[src/ppu_config.svh]
// register addresses, video RAM bases, line and frame timing, screen size
`ifndef PPU_CONFIG_SVH
`define PPU_CONFIG_SVH

// LCD registers in the I/O page
`define PPU_ADDR_LCDC 16'hFF40
`define PPU_ADDR_STAT 16'hFF41
`define PPU_ADDR_SCY  16'hFF42
`define PPU_ADDR_SCX  16'hFF43
`define PPU_ADDR_LY   16'hFF44
`define PPU_ADDR_LYC  16'hFF45
`define PPU_ADDR_BGP  16'hFF47

// background maps and tile data areas
`define PPU_MAP0_BASE    16'h9800
`define PPU_MAP1_BASE    16'h9C00
`define PPU_TILE_BASE_LO 16'h8000
`define PPU_TILE_BASE_HI 16'h9000

// dot and line counts
`define PPU_SCAN_DOTS     80
`define PPU_LINE_DOTS     456
`define PPU_VISIBLE_LINES 144
`define PPU_TOTAL_LINES   154

// visible pixels per line
`define PPU_SCREEN_W 160

`endif

[src/ppu_pkg.sv]
// PPU package: mode and fetch-state enums, bus, config and tile-row structs
`default_nettype none

package ppu_pkg;

    // PPU modes, encoded as the STAT mode field
    typedef enum logic [1:0] {
        h_blank = 2'd0,
        v_blank = 2'd1,
        scan    = 2'd2,
        draw    = 2'd3
    } ppu_mode_e;

    // background fetcher steps
    typedef enum logic [1:0] {
        map_read  = 2'd0,
        low_read  = 2'd1,
        high_read = 2'd2,
        row_hold  = 2'd3
    } fetch_state_e;

    typedef struct packed {
        logic        wr;
        logic        rd;
        logic [15:0] addr;
        logic [7:0]  wdata;
    } mmio_req_t;

    typedef struct packed {
        logic        rd;
        logic [15:0] addr;
    } vram_req_t;

    typedef struct packed {
        logic       lcd_en;   // LCDC bit 7
        logic       map_sel;  // LCDC bit 3
        logic       tile_sel; // LCDC bit 4
        logic       bg_en;    // LCDC bit 0
        logic [7:0] scx;
        logic [7:0] scy;
        logic [7:0] bgp;
    } lcd_cfg_t;

    typedef struct packed {
        logic [7:0] low;
        logic [7:0] high;
    } tile_row_t;

endpackage

`default_nettype wire

[src/ppu_regs.sv]
// ppu_regs: LCD register file, CPU read mux, STAT flags and interrupt outputs
`timescale 1ns/1ns
`default_nettype none
`include "ppu_config.svh"

module ppu_regs import ppu_pkg::*; (
    input  logic       clk,
    input  logic       rst,
    input  mmio_req_t  mmio,
    output logic [7:0] mmio_rdata,
    input  ppu_mode_e  mode,
    input  logic [7:0] ly,
    output lcd_cfg_t   cfg,
    output logic       irq_vblank,
    output logic       irq_stat
);

    logic [7:0] lcdc;
    logic [3:0] stat_en;     // STAT bits 6..3
    logic [7:0] scy;
    logic [7:0] scx;
    logic [7:0] lyc;
    logic [7:0] bgp;
    logic       coincidence;

    assign coincidence = (ly == lyc);

    always_ff @(posedge clk) begin
        if (rst) begin
            lcdc    <= 8'h00;  // LCD off
            stat_en <= 4'h0;
            scy     <= 8'h00;
            scx     <= 8'h00;
            lyc     <= 8'h00;
            bgp     <= 8'h00;
        end else if (mmio.wr) begin
            case (mmio.addr)
                `PPU_ADDR_LCDC: lcdc    <= mmio.wdata;
                `PPU_ADDR_STAT: stat_en <= mmio.wdata[6:3]; // low bits are status only
                `PPU_ADDR_SCY:  scy     <= mmio.wdata;
                `PPU_ADDR_SCX:  scx     <= mmio.wdata;
                `PPU_ADDR_LYC:  lyc     <= mmio.wdata;
                `PPU_ADDR_BGP:  bgp     <= mmio.wdata;
                default: ;                                  // LY and others ignore writes
            endcase
        end
    end

    always_comb begin
        mmio_rdata = 8'h00;
        if (mmio.rd) begin
            case (mmio.addr)
                `PPU_ADDR_LCDC: mmio_rdata = lcdc;
                `PPU_ADDR_STAT: mmio_rdata = {1'b1, stat_en, coincidence, mode};
                `PPU_ADDR_SCY:  mmio_rdata = scy;
                `PPU_ADDR_SCX:  mmio_rdata = scx;
                `PPU_ADDR_LY:   mmio_rdata = ly;
                `PPU_ADDR_LYC:  mmio_rdata = lyc;
                `PPU_ADDR_BGP:  mmio_rdata = bgp;
                default:        mmio_rdata = 8'hFF; // open bus
            endcase
        end
    end

    // fields the fetch and pixel pipeline works from
    always_comb begin
        cfg.lcd_en   = lcdc[7];
        cfg.map_sel  = lcdc[3];
        cfg.tile_sel = lcdc[4];
        cfg.bg_en    = lcdc[0];
        cfg.scx      = scx;
        cfg.scy      = scy;
        cfg.bgp      = bgp;
    end

    assign irq_vblank = (mode == v_blank);

    // level interrupt, any enabled STAT source
    assign irq_stat = (stat_en[3] && coincidence)
                   || (stat_en[0] && (mode == h_blank))
                   || (stat_en[1] && (mode == v_blank))
                   || (stat_en[2] && (mode == scan));

endmodule

`default_nettype wire

[src/ppu_line_timer.sv]
// ppu_line_timer: dot and line counters, mode sequencing, line_start pulse
`timescale 1ns/1ns
`default_nettype none
`include "ppu_config.svh"

module ppu_line_timer import ppu_pkg::*; (
    input  logic       clk,
    input  logic       rst,
    input  lcd_cfg_t   cfg,
    input  logic       line_done,
    output ppu_mode_e  mode,
    output logic [7:0] ly,
    output logic       line_start
);

    logic [8:0] dot;
    logic       line_end;
    logic       frame_end;

    assign line_end  = (dot == 9'(`PPU_LINE_DOTS - 1));
    assign frame_end = (ly == 8'(`PPU_TOTAL_LINES - 1));

    always_ff @(posedge clk) begin
        if (rst || !cfg.lcd_en) begin  // LCD off holds the timer at line 0
            dot        <= 9'd0;
            ly         <= 8'd0;
            mode       <= scan;
            line_start <= 1'b0;
        end else begin
            line_start <= 1'b0;
            if (line_end) begin
                dot <= 9'd0;
                if (frame_end) begin
                    ly   <= 8'd0;
                    mode <= scan;
                end else begin
                    ly <= ly + 8'd1;
                    // next line still on screen?
                    if (ly < 8'(`PPU_VISIBLE_LINES - 1)) begin
                        mode <= scan;
                    end else begin
                        mode <= v_blank;
                    end
                end
            end else begin
                dot <= dot + 9'd1;
                case (mode)
                    scan: begin
                        if (dot == 9'(`PPU_SCAN_DOTS - 1)) begin
                            mode       <= draw;
                            line_start <= 1'b1;  // first draw dot
                        end
                    end
                    draw: begin
                        if (line_done) begin
                            mode <= h_blank;
                        end
                    end
                    default: ;                   // blanking waits for line end
                endcase
            end
        end
    end

endmodule

`default_nettype wire

[src/ppu_bg_fetcher.sv]
// ppu_bg_fetcher: background map and tile address generation, tile row hand-off
`timescale 1ns/1ns
`default_nettype none
`include "ppu_config.svh"

module ppu_bg_fetcher import ppu_pkg::*; (
    input  logic       clk,
    input  logic       rst,
    input  lcd_cfg_t   cfg,
    input  logic [7:0] ly,
    input  logic       line_start,
    output vram_req_t  vram,
    input  logic [7:0] vram_rdata,
    output tile_row_t  row,
    output logic       row_valid,
    input  logic       row_ready
);

    localparam logic [4:0] cols_per_line = 5'd21;  // 20 on screen plus one for fine scroll

    fetch_state_e state;
    logic [4:0]   col;        // next map column to read
    logic [7:0]   tile_q;
    logic [7:0]   low_q;
    logic [7:0]   high_q;
    logic         row_full;
    logic         high_live;  // high byte still on the bus
    logic [7:0]   line_y;
    logic [4:0]   map_x;
    logic [15:0]  map_addr;
    logic [7:0]   rdata_bg;
    logic         xfer;
    logic         more_cols;

    function automatic logic [15:0] tile_addr(input logic       sel,
                                              input logic [7:0] num,
                                              input logic [2:0] fine_y,
                                              input logic       hi);
        logic [15:0] base;
        if (sel) begin
            base = `PPU_TILE_BASE_LO + {4'b0, num, 4'b0};
        end else begin
            base = `PPU_TILE_BASE_HI + {{4{num[7]}}, num, 4'b0}; // signed tile number
        end
        return base + {12'b0, fine_y, hi};
    endfunction

    assign line_y    = ly + cfg.scy;             // wraps at 256
    assign map_x     = cfg.scx[7:3] + col;       // wraps at 32
    assign map_addr  = (cfg.map_sel ? `PPU_MAP1_BASE : `PPU_MAP0_BASE)
                     + {6'b0, line_y[7:3], map_x};
    assign rdata_bg  = cfg.bg_en ? vram_rdata : 8'h00;
    assign xfer      = row_valid && row_ready;
    assign more_cols = (col != cols_per_line);

    assign row_valid = (state == row_hold) && row_full;
    assign row.low   = low_q;
    assign row.high  = high_live ? rdata_bg : high_q;

    always_comb begin
        vram.rd   = 1'b0;
        vram.addr = map_addr;
        case (state)
            map_read: vram.rd = 1'b1;
            low_read: begin
                vram.rd   = 1'b1;
                vram.addr = tile_addr(cfg.tile_sel, vram_rdata, line_y[2:0], 1'b0);
            end
            high_read: begin
                vram.rd   = 1'b1;
                vram.addr = tile_addr(cfg.tile_sel, tile_q, line_y[2:0], 1'b1);
            end
            row_hold: vram.rd = xfer && more_cols; // next map read in the hand-off cycle
            default: ;
        endcase
    end

    always_ff @(posedge clk) begin
        if (rst) begin
            state     <= row_hold;
            col       <= 5'd0;
            row_full  <= 1'b0;
            high_live <= 1'b0;
        end else if (line_start) begin
            state     <= map_read;
            col       <= 5'd0;
            row_full  <= 1'b0;
            high_live <= 1'b0;
        end else begin
            high_live <= 1'b0;
            case (state)
                map_read: begin
                    state <= low_read;
                    col   <= col + 5'd1;
                end
                low_read:  state <= high_read;
                high_read: begin
                    state     <= row_hold;
                    row_full  <= 1'b1;
                    high_live <= 1'b1;
                end
                default: begin                      // row_hold
                    if (xfer) begin
                        row_full <= 1'b0;
                        if (more_cols) begin
                            state <= low_read;
                            col   <= col + 5'd1;
                        end
                    end
                end
            endcase
        end
    end

    always_ff @(posedge clk) begin
        if (state == low_read) begin
            tile_q <= vram_rdata;
        end
        if (state == high_read) begin
            low_q <= rdata_bg;
        end
        if (high_live) begin
            high_q <= rdata_bg;  // keeps the row stable under back-pressure
        end
    end

endmodule

`default_nettype wire

[src/ppu_pixel_queue.sv]
// ppu_pixel_queue: tile row shifter, fine scroll drop, palette map, line pixel count
`timescale 1ns/1ns
`default_nettype none
`include "ppu_config.svh"

module ppu_pixel_queue import ppu_pkg::*; (
    input  logic       clk,
    input  logic       rst,
    input  lcd_cfg_t   cfg,
    input  logic       line_start,
    input  tile_row_t  row,
    input  logic       row_valid,
    output logic       row_ready,
    output logic [1:0] px,
    output logic       px_valid,
    output logic       line_done
);

    logic [7:0] lo_sr;
    logic [7:0] hi_sr;
    logic [3:0] cnt;     // pixels left in the pair
    logic [2:0] drop;    // fine scroll pixels still to discard
    logic [7:0] px_cnt;
    logic       active;
    logic [1:0] idx;
    logic       load;
    logic       last_px;

    assign row_ready = active && (cnt <= 4'd1);
    assign load      = row_valid && row_ready;
    assign idx       = {hi_sr[7], lo_sr[7]};
    assign px_valid  = active && (cnt != 4'd0) && (drop == 3'd0);
    assign px        = cfg.bgp[{idx, 1'b0} +: 2];   // BGP shade lookup
    assign last_px   = px_valid && (px_cnt == 8'(`PPU_SCREEN_W - 1));

    always_ff @(posedge clk) begin
        if (rst) begin
            active    <= 1'b0;
            cnt       <= 4'd0;
            drop      <= 3'd0;
            px_cnt    <= 8'd0;
            line_done <= 1'b0;
        end else begin
            line_done <= last_px;
            if (line_start) begin
                active <= 1'b1;
                cnt    <= 4'd0;
                drop   <= cfg.scx[2:0];
                px_cnt <= 8'd0;
            end else begin
                if (load) begin
                    cnt <= 4'd8;
                end else if (cnt != 4'd0) begin
                    cnt <= cnt - 4'd1;
                end
                if ((cnt != 4'd0) && (drop != 3'd0)) begin
                    drop <= drop - 3'd1;
                end
                if (px_valid) begin
                    px_cnt <= px_cnt + 8'd1;
                end
                if (last_px) begin
                    active <= 1'b0;                // line complete
                end
            end
        end
    end

    always_ff @(posedge clk) begin
        if (load) begin
            lo_sr <= row.low;
            hi_sr <= row.high;
        end else begin
            lo_sr <= {lo_sr[6:0], 1'b0};           // MSB is the leftmost pixel
            hi_sr <= {hi_sr[6:0], 1'b0};
        end
    end

endmodule

`default_nettype wire

[src/ppu_top.sv]
// ppu_top: background PPU with register file, line timer, fetcher and pixel queue
`timescale 1ns/1ns
`default_nettype none

module ppu_top import ppu_pkg::*; (
    input  logic       clk,
    input  logic       rst,
    input  mmio_req_t  mmio,
    output logic [7:0] mmio_rdata,
    output vram_req_t  vram,
    input  logic [7:0] vram_rdata,
    output logic [1:0] px,
    output logic       px_valid,
    output ppu_mode_e  mode,
    output logic       irq_vblank,
    output logic       irq_stat
);

    lcd_cfg_t   cfg;
    logic [7:0] ly;
    logic       line_start;
    logic       line_done;
    tile_row_t  row;
    logic       row_valid;
    logic       row_ready;

    ppu_regs u_regs (
        .clk        (clk),
        .rst        (rst),
        .mmio       (mmio),
        .mmio_rdata (mmio_rdata),
        .mode       (mode),
        .ly         (ly),
        .cfg        (cfg),
        .irq_vblank (irq_vblank),
        .irq_stat   (irq_stat)
    );

    ppu_line_timer u_timer (
        .clk        (clk),
        .rst        (rst),
        .cfg        (cfg),
        .line_done  (line_done),
        .mode       (mode),
        .ly         (ly),
        .line_start (line_start)
    );

    ppu_bg_fetcher u_fetcher (
        .clk        (clk),
        .rst        (rst),
        .cfg        (cfg),
        .ly         (ly),
        .line_start (line_start),
        .vram       (vram),
        .vram_rdata (vram_rdata),
        .row        (row),
        .row_valid  (row_valid),
        .row_ready  (row_ready)
    );

    ppu_pixel_queue u_queue (
        .clk        (clk),
        .rst        (rst),
        .cfg        (cfg),
        .line_start (line_start),
        .row        (row),
        .row_valid  (row_valid),
        .row_ready  (row_ready),
        .px         (px),
        .px_valid   (px_valid),
        .line_done  (line_done)
    );

endmodule

`default_nettype wire

[config.mk]
export PLATFORM = sky130hd
export DESIGN_NAME = ppu_top
export DESIGN_NICKNAME = d
export VERILOG_FILES = /design/src/ppu_pkg.sv /design/src/ppu_regs.sv /design/src/ppu_line_timer.sv /design/src/ppu_bg_fetcher.sv /design/src/ppu_pixel_queue.sv /design/src/ppu_top.sv
export VERILOG_INCLUDE_DIRS = /design/src
export SDC_FILE = /design/constraint.sdc
export NUM_CORES = 1
export LEC_CHECK = 0
export ABC_AREA = 0
export ABC_CLOCK_PERIOD_IN_PS = 4000
export BUFFER_PORTS_ARGS = -buffer_cell sky130_fd_sc_hd__buf_2
export CORE_AREA = 2 2 112 114
export CTS_BUF_LIST = sky130_fd_sc_hd__clkbuf_16
export DETAILED_ROUTE_END_ITERATION = 12
export DIE_AREA = 0 0 114 116
export PLACE_DENSITY = 0.8
export SLEW_MARGIN = 0
export SYNTH_ARGS = -nofsm -noshare
export SYNTH_HDL_FRONTEND = slang
export SYNTH_SLANG_ARGS = --single-unit
[constraint.sdc]
create_clock -name clk -period 4 [get_ports clk]
set_input_delay 0.8 -clock clk [delete_from_list [all_inputs] [get_ports clk]]
set_output_delay 0.8 -clock clk [all_outputs]
set_load 0.01 [all_outputs]
======== Word level (Yosys, flattened, before mapping) ========
Cells that the tools add are included.
operators by class
  $add $sub $neg .......................... 15
  $mul .................................... 0
  div/mod/pow operators ................... 0
  $lt $le $gt $ge ......................... 2
  eq/ne operators ......................... 21
  shifts and indexed selects .............. 1
  multiplexer cells ....................... 37
  bitwise operators ....................... 3
  reduce and logical (&&, ||, !) cells .... 48
operators by type and width
  operator                count
  $eq 16x16->1 const B    7
  $mux 16                 4
  $pmux 8 s7              1
  $mux 8                  6
  $add 16x12->16 const A  2
  $add 16x16->16 const A  2
  $add 16x4->16           2
  $pmux 16 s2             1
  $add 16x10->16          1
  $add 8x1->8 const B     2
  $eq 8x8->1 const B      2
  $mux 2                  8
  $reduce_and 2->1        8
  $logic_and 1x1->1       12
  $reduce_bool 2->1       6
  $mux 11                 1
  $mux 5                  2
  $pmux 5 s2              1
  $reduce_bool 5->1       2
  $add 9x1->9 const B     1
  $eq 9x7->1 const B      1
  $eq 9x9->1 const B      1
  $reduce_or 3->1         3
  $add 8x8->8             1
  27 further kinds        50
word-level totals
  register bits after elaboration ......... 130
  bits in latches ......................... 0
  RAM bits ................................ 0
  bits in read-only memories .............. 0
  bits of input ports ..................... 36
  output and inout bits ................... 32
  logic and storage cells ................. 154
  memories ................................ 0

======== Depth between registers and ports, before layout ========
Gate-level depths: netlist of run 1.
  depth in word-level cells ............... 6
  gate-level depth with buffers ........... 8
  depth with buffers taken out ............ 8

======== Modules after synthesis ========
Synthesis of run 1 repeated with hierarchy kept, for this count alone.
unflattened totals
  cells, all modules ...................... 748
  area total of the unflattened synthesis .. 7038.0 sq um
modules (own cells, without submodules)
  module           instances  cells each  area an instance (sq um)  sequential area each (sq um)
  ppu_regs         1          309         2596.2                    880.8
  ppu_bg_fetcher   1          194         2001.9                    820.8
  ppu_pixel_queue  1          140         1510.2                    660.6
  ppu_line_timer   1          105         929.6                     400.4

======== Worst setup path before layout of run 1 ========
OpenSTA, ideal clock, no wires.
  path kind ............................... input -> output
  from .................................... input mmio[11] in the netlist's numbering
  to ...................................... output mmio_rdata[2]
  data arrival time ....................... 2558 ps
  data required time ...................... 3200 ps
  setup slack ............................. 642 ps
  stages .................................. 4
  path buffers ............................ 0
  cell sequence ........................... or4_4 or4_4 or4_1 a31oi_1
on the way
  longest elaborated chain between the ends .. 3
  elaborated cells between the ends (all ways) .. 9
  those cells by class .................... eq/ne: 7; mux: 2
ends and longest elaborated chain
  what                line            text
  start: declaration  ppu_top.sv:8    input mmio_req_t mmio,
  $eq 16x16->1        ppu_regs.sv:52  case (mmio.addr)
  $pmux 8 s7 (*)      ppu_regs.sv:52
  $mux 8 (*)          ppu_regs.sv:51  if (mmio.rd) begin
  end: declaration    ppu_top.sv:9    output logic [7:0] mmio_rdata,
Every way passes the cells marked *; elsewhere a longest branch is shown, timed or not.

======== Worst setup path in the final report of run 1 ========
  from .................................... input mmio[11] in the netlist's numbering
  to ...................................... output mmio_rdata[4]
The elaborated chain is that of the path after synthesis.

==> results of run 1 <==
==> registers in the layout, summed over array words and instances (netlist names) <==
| register | flops |
|---|---|
| u_timer.mode | 2 |
| u_timer.ly | 8 |
| u_regs.lyc | 8 |
| u_queue.cnt | 4 |
| u_regs.lcdc | 8 |
| u_timer.line_start | 1 |
| u_fetcher.col | 5 |
| u_queue.line_done | 1 |
| u_timer.dot | 9 |
| u_fetcher.tile_q | 8 |
| u_fetcher.state | 2 |
| u_fetcher.high_q | 8 |
| u_regs.scx | 8 |
| u_fetcher.row_full | 1 |
| u_regs.bgp | 8 |
| u_queue.px_cnt | 8 |
| u_fetcher.low_q | 8 |
| u_regs.stat_en | 4 |
| u_queue.hi_sr | 8 |
| u_queue.lo_sr | 8 |
| u_queue.drop | 3 |
| u_fetcher.high_live | 1 |
| u_regs.scy | 8 |
| u_queue.active | 1 |
==> power breakdown <==
part | internal, mW | leakage [nW] | total [mW] | switching [mW]
Sequential | 1.35 | 1.08 | 1.37 | 0.0222
Clock | 0.949 | 0.299 | 1.53 | 0.581
Combinational | 0.128 | 1.72 | 0.291 | 0.163
Total | 2.43 | 3.10 | 3.19 | 0.766
==> cell families (layout without fill, tap and decap cells) <==
kind of cell,after synthesis,after routing,synth area share (%)
AOI/OAI and AO/OA,120,120,11.9
buffers and inverters,62,123,3.91
DFF,130,130,42.9
xor gates and xnor gates,44,44,5.98
other,2,3,0.117
and+or+nand+nor,262,262,20.0
muxes,55,55,9.60
adders and majority gates,28,28,5.67
==> Yosys cell counts (all sizes together), types with 3 or more instances <==
library cell,number,area [um^2]
dfxtp,114,2280
a2bb2oi,3,26.3
mux2i,28,280
nor4,5,37.5
and3,14,87.6
o21a,4,30.0
nor2b,10,62.6
nand3,27,140
a211oi,3,22.5
o21bai,3,22.5
nor2,71,267
mux4,3,67.6
nand2,74,278
inv,20,75.1
nor3,9,45.0
ha,26,325
or3,3,18.8
a221oi,5,43.8
nor3b,7,52.6
nand4,14,87.6
buf,10,56.3
a31oi,5,31.3
nand4b,3,26.3
xor2,10,87.6
edfxtp,16,480
a21o,4,30.0
a21oi,55,275
clkbuf,32,120
o21ai,9,45.0
xnor2,34,298
a22oi,10,75.1
or4,4,37.5
a41oi,5,43.8
and2,13,81.3
mux2,24,270
==> per-stage QoR <==
stage	area (um^2)	hold WS, ps	instances
final	7410	450	912
after global routing	7410	459	912
after CTS	7410	453	912
after detailed placement	6820	439	880
after global placement	6820	436	880
after floorplan	6440	418	704
==> metal layers <==
metal | share of wire [%] | up-vias | wire length, um | track usage, %
met5 | 0 | - | 0 | 0
met2 | 49 | 251 | 8260 | 44.6
met1 | 40 | 2622 | 6740 | 31.0
li1 | - | 2582 | - | -
met3 | 7.4 | 44 | 1250 | 8.16
met4 | 3.1 | 0 | 528 | 11.6
==> worst register-to-register path, delay by kind of cell, from the launching register on <==
family,cells,cell delay [ps]
flops,1,390
simple gates,2,1040
mux,1,410
fa+ha+maj,1,200
==> path summary, 6_finish.rpt <==
kind / startpoint / end / slack, ps
worst min-delay path: u_queue.lo_sr[3]$_DFF_P_ / u_queue.lo_sr[4]$_DFF_P_ / 450
worst max-delay path: mmio[11] / mmio_rdata[4] / 320
worst max register to register: u_fetcher.state[0]$_SDFFE_PP1P_ / u_queue.hi_sr[3]$_DFF_P_ / 1850
worst min register to register: u_queue.lo_sr[3]$_DFF_P_ / u_queue.lo_sr[4]$_DFF_P_ / 450
==> final cells by class <==
class                      instances  share of cell area [%]
multi-input combinational        512                    46.3
inverter                          20                    1.01
timing repair buffer              71                    5.03
clock inverter                    14                    1.87
tap                              147                    2.48
sequential                       130                    37.3
clock buffer                      18                    6.08
==> flow_summary.toml, run 1 <==
[timing]
hold_viol = 0
max_freq_mhz = 272
worst_pin_slew_ps = 839
slew_violations = 0
finalCritPeriodShare_pct = 92.0
fin_ws_ps = 320
slew_headroom_pct = 44.1
finalSetupViolCount = 0
skew_ps = 8.81
period_minus_slack_ps = 3680
fin_tns_setup_ps = 0
rsz0062_at_grt = "false"

[pwr]
p_total_mw = 3.19
ir_worst_vdd_v = 0.000360
power.static_leakage_nw = 3.10
power_density_nw_per_um2 = 431

[finish]
layout_commonest_cell = "dfxtp_1"
fin_util_pct = 62.2
drive_gt1_share_pct = 17.3
syn_to_final_growth_pct = 15.1
layout_common_cells = "dfxtp_1, nand2_1, nor2_1"
regArea_um2 = 2760
antennaDiodeCount = 0
multi_input_area_um2 = 3430
fill_cells = 936
finalNetCount = 816

[floorplanning]
core_region_area_um2 = 11900
die_h_um = 116
pin_count = 68
die-area_um2 = 13200
rows = 40
initial_core_util_pct = 54.1
die_x_um = 114

[synthesis]
yosysWarnings = 0
postSynthCellCount = 703
synthesis.area_um2 = 6440
synth_cell_types = 59
synth_seq_cells = 130
synth_flop_cell = "dfxtp_1"
synth_edf_count = 16
avgSynthCellArea_um2 = 9.16
synth-seq-area-share_pct = 42.9
ys_async_sr_fraction_pct = 0

[clock_tree]
cts_tree = "done"
cts_hold_buf = 0
insertion_delay_ps = 430
clk_pin_slew_ps = 60
post_cts_buffers = 0
cts.sinks = 130
clockBufferDepth = 2
htree_levels = 4
clock-root-buffer = "clkbuf_16"
cts_buffers = 17
cts_resized = 0

[critical_path]
critical-path-top-delay-family = "simple AND/OR/NAND/NOR gates"
max_stage_delay_ps = 530
r2r_cells = 4
path_common_cell = "buf_2"
worstSetupPathType = "input pin to output port"
cpMaxStageDelayCell = "or4_4"
cp_num_cells = 7
worstPathArrival_ps = 2880
crit_path_cell_trace = "buf_2 > or4_4 > nor4_2 > and3_1 > a22oi_1 > a41oi_1 > buf_2"
path_buf_inv = 2
worstPathRequired_ps = 3200
cp-end-kind = "output port"
start_kind = "input pin"
path_max_fanout = 7

[grt]
grt_usage_pct = 26.4
grt_max_degree = 36
overflow = 0
grt_pass1_wl_um = 26900
antenna_found_initial = 0
grt_pass1_vias = 5334

[detailed_routing]
vias = 5499
wl_per_cell_um = 18.4
finalWirelength_um = 16800
drc = 0
drtAntennaViolNets = 0
dr.pass1.iters = 6
drt-initial-drc-count = 508
viasPerCell = 6.03

[place]
post-place-ws_ps = 421
dp_hpwl_um = 11900
gp_congestion = 1.01
portBuffers = 64

[job]
max_cap_violations = 0

[worst_hold_path]
hold_class = "flip-flop to flip-flop"
worstHoldPathCells = 1

[run_status]
outcome = "completed"
Note: power is estimated with default switching activity, not from simulation.
==> run 2, diff against run 1 <==
--- a/config.mk
+++ b/config.mk
@@ -9,10 +9,10 @@
 export ABC_AREA = 0
 export ABC_CLOCK_PERIOD_IN_PS = 4000
 export BUFFER_PORTS_ARGS = -buffer_cell sky130_fd_sc_hd__buf_2
-export CORE_AREA = 2 2 112 114
+export CORE_AREA = 2 2 157 82
 export CTS_BUF_LIST = sky130_fd_sc_hd__clkbuf_16
 export DETAILED_ROUTE_END_ITERATION = 12
-export DIE_AREA = 0 0 114 116
+export DIE_AREA = 0 0 159 84
 export PLACE_DENSITY = 0.8
 export SLEW_MARGIN = 0
 export SYNTH_ARGS = -nofsm -noshare
==> run 2 against run 1 <==
Against the previous run: first-iteration DRC count rose by 55%; largest power group unchanged; routed wire length rose by 7.9%; core utilization fell by 1.3 points; die area rose by 1.0%; critical path type is now flip-flop to output port; combinational power barely moved; via count rose by 2.4%; worst setup slack got worse by 54 ps; power fell by 1.4%.
==> flow_summary.toml, run 2 (synthesis gave the netlist of run 1 again) <==
[timing]
fin_tns_setup_ps = 0
max_freq_mhz = 268
finalSetupViolCount = 0
rsz0062_at_grt = "false"
hold_viol = 0
slew_headroom_pct = 27.2
finalCritPeriodShare_pct = 93.4
fin_ws_ps = 266
period_minus_slack_ps = 3730
skew_ps = 10.0
slew_violations = 0
worst_pin_slew_ps = 1080

[clock_tree]
post_cts_buffers = 0
cts_hold_buf = 0
htree_levels = 4
cts.sinks = 130
clock-root-buffer = "clkbuf_16"
clockBufferDepth = 2
insertion_delay_ps = 430
clk_pin_slew_ps = 60
cts_buffers = 17
cts_tree = "done"
cts_resized = 0

[finish]
layout_common_cells = "dfxtp_1, nand2_1, nor2_1"
regMostFlops = "u_timer.dot"
antennaDiodeCount = 0
fin_util_pct = 60.9
drive_gt1_share_pct = 17.6
syn_to_final_growth_pct = 15.3
largest_register_ffs = 9
finalNetCount = 817
layout_commonest_cell = "dfxtp_1"

[floorplanning]
rows = 29
initial_core_util_pct = 52.8
core_region_area_um2 = 12200
die_h_um = 84
die_x_um = 159
pin_count = 68
die-area_um2 = 13400

[worst_hold_path]
worstHoldPathCells = 1
hp-start = "u_queue.hi_sr[0]$_SDFF_PP0_"
min_to = "u_queue.hi_sr[1]$_DFF_P_"
hold_class = "flip-flop to flip-flop"

[critical_path]
worstSetupPathType = "flip-flop to output port"
cp-end-kind = "output port"
timing.rr.end = "u_queue.active$_SDFFE_PP0P_"
r2r_slack_ps = 1390
crit_start = "u_fetcher.state[1]$_SDFFE_PP1P_"
r2r_cells = 7
worstPathRequired_ps = 3200
worstPathArrival_ps = 2930
path_max_fanout = 20
start_kind = "flip-flop"
r2r_start = "u_queue.cnt[0]$_SDFFE_PP0N_"

[place]
portBuffers = 64
gp_congestion = 1.01
dp_hpwl_um = 12800
post-place-ws_ps = 417

[pwr]
p_int_mw = 2.33
ir_worst_vdd_v = 0.000254
power_density_nw_per_um2 = 424
p_clk_share_pct = 47.2
p_seq_share_pct = 43.6
p_total_mw = 3.15
power.static_leakage_nw = 3.08
switching_share_pct = 26.0
comb_power_share_pct = 9.2
switchingPower_mw = 0.819

[grt]
grt_max_degree = 35
antenna_found_initial = 0
grt_pass1_vias = 5389
grt_pass1_wl_um = 28300
overflow = 0
grt_usage_pct = 27.3

[run_status]
outcome = "completed"

[detailed_routing]
wl_per_cell_um = 19.3
dr.pass1.iters = 5
drtAntennaViolNets = 0
finalWirelength_um = 18100
drt-initial-drc-count = 786
drc = 0
vias = 5629
viasPerCell = 6.01

[job]
max_cap_violations = 0
[run 2: cell count changes in the layout (fill, tap and decap cells not counted), sizes merged]
| cell | change |
|---|---|
| buf | +1 |
| bufinv | -1 |
| clkbuf | -1 |
| clkinv | -5 |
| clkinvlp | +4 |
| inv | +3 |
[run 2: how the worst max path moves through the flow]
| stage | endpoint | cells past startpoint | slack [ps] |
|---|---|---|---|
| finish | vram[3] | 5 | 270 |
| global route | vram[3] | 5 | 200 |
| CTS | vram[3] | 5 | 340 |
| detailed placement | mmio_rdata[1] | 7 | 420 |
| global placement | mmio_rdata[2] | 6 | 450 |
| floorplan | mmio_rdata[2] | 4 | 640 |
[run 2: area by class of cell]
type                            instances  area, um^2
Timing Repair Buffer                   72         380
Multi-Input combinational cell        512        3440
Clock buffer                           17         425
Tap cell                              170         213
Inverter                               20        75.1
Sequential cell                       130        2760
Fill cell                            1001        4760
Clock inverter                         15         136
[run 2: critical path, cell delays in order (launching register included)]
cell and delay, ps:
dfxtp_1 400, inv_1 90, ha_1 630, inv_1 460, o41ai_1 690, buf_2 240
[run 2: through the flow]
stage	cell area, um^2	std cells	hold WS (ps)
floorplan	6440	704	418
global placement	6870	904	429
detailed placement	6870	904	441
CTS	7430	936	455
global route	7430	936	470
finish	7430	936	451
[run 2: power by group through the flow]
stage          Sequential [mW]  Clock [mW]  Combinational [mW]
2_1_floorplan             1.39           0               0.204
4_1_cts                   1.37        1.48               0.282
6_report                  1.37        1.49               0.289
3_5_place_dp              1.40           0               0.280
3_3_place_gp              1.40           0               0.257
5_1_grt                   1.37        1.55               0.320
[run 2: metal layers]
metal / global-route usage, % / vias to the layer above / routed length, um
met5: 0 / - / 0
met4: 7.93 / 0 / 266
met1: 38.3 / 2691 / 8020
met2: 40.4 / 333 / 7670
met3: 8.74 / 31 / 2140
li1: - / 2574 / -
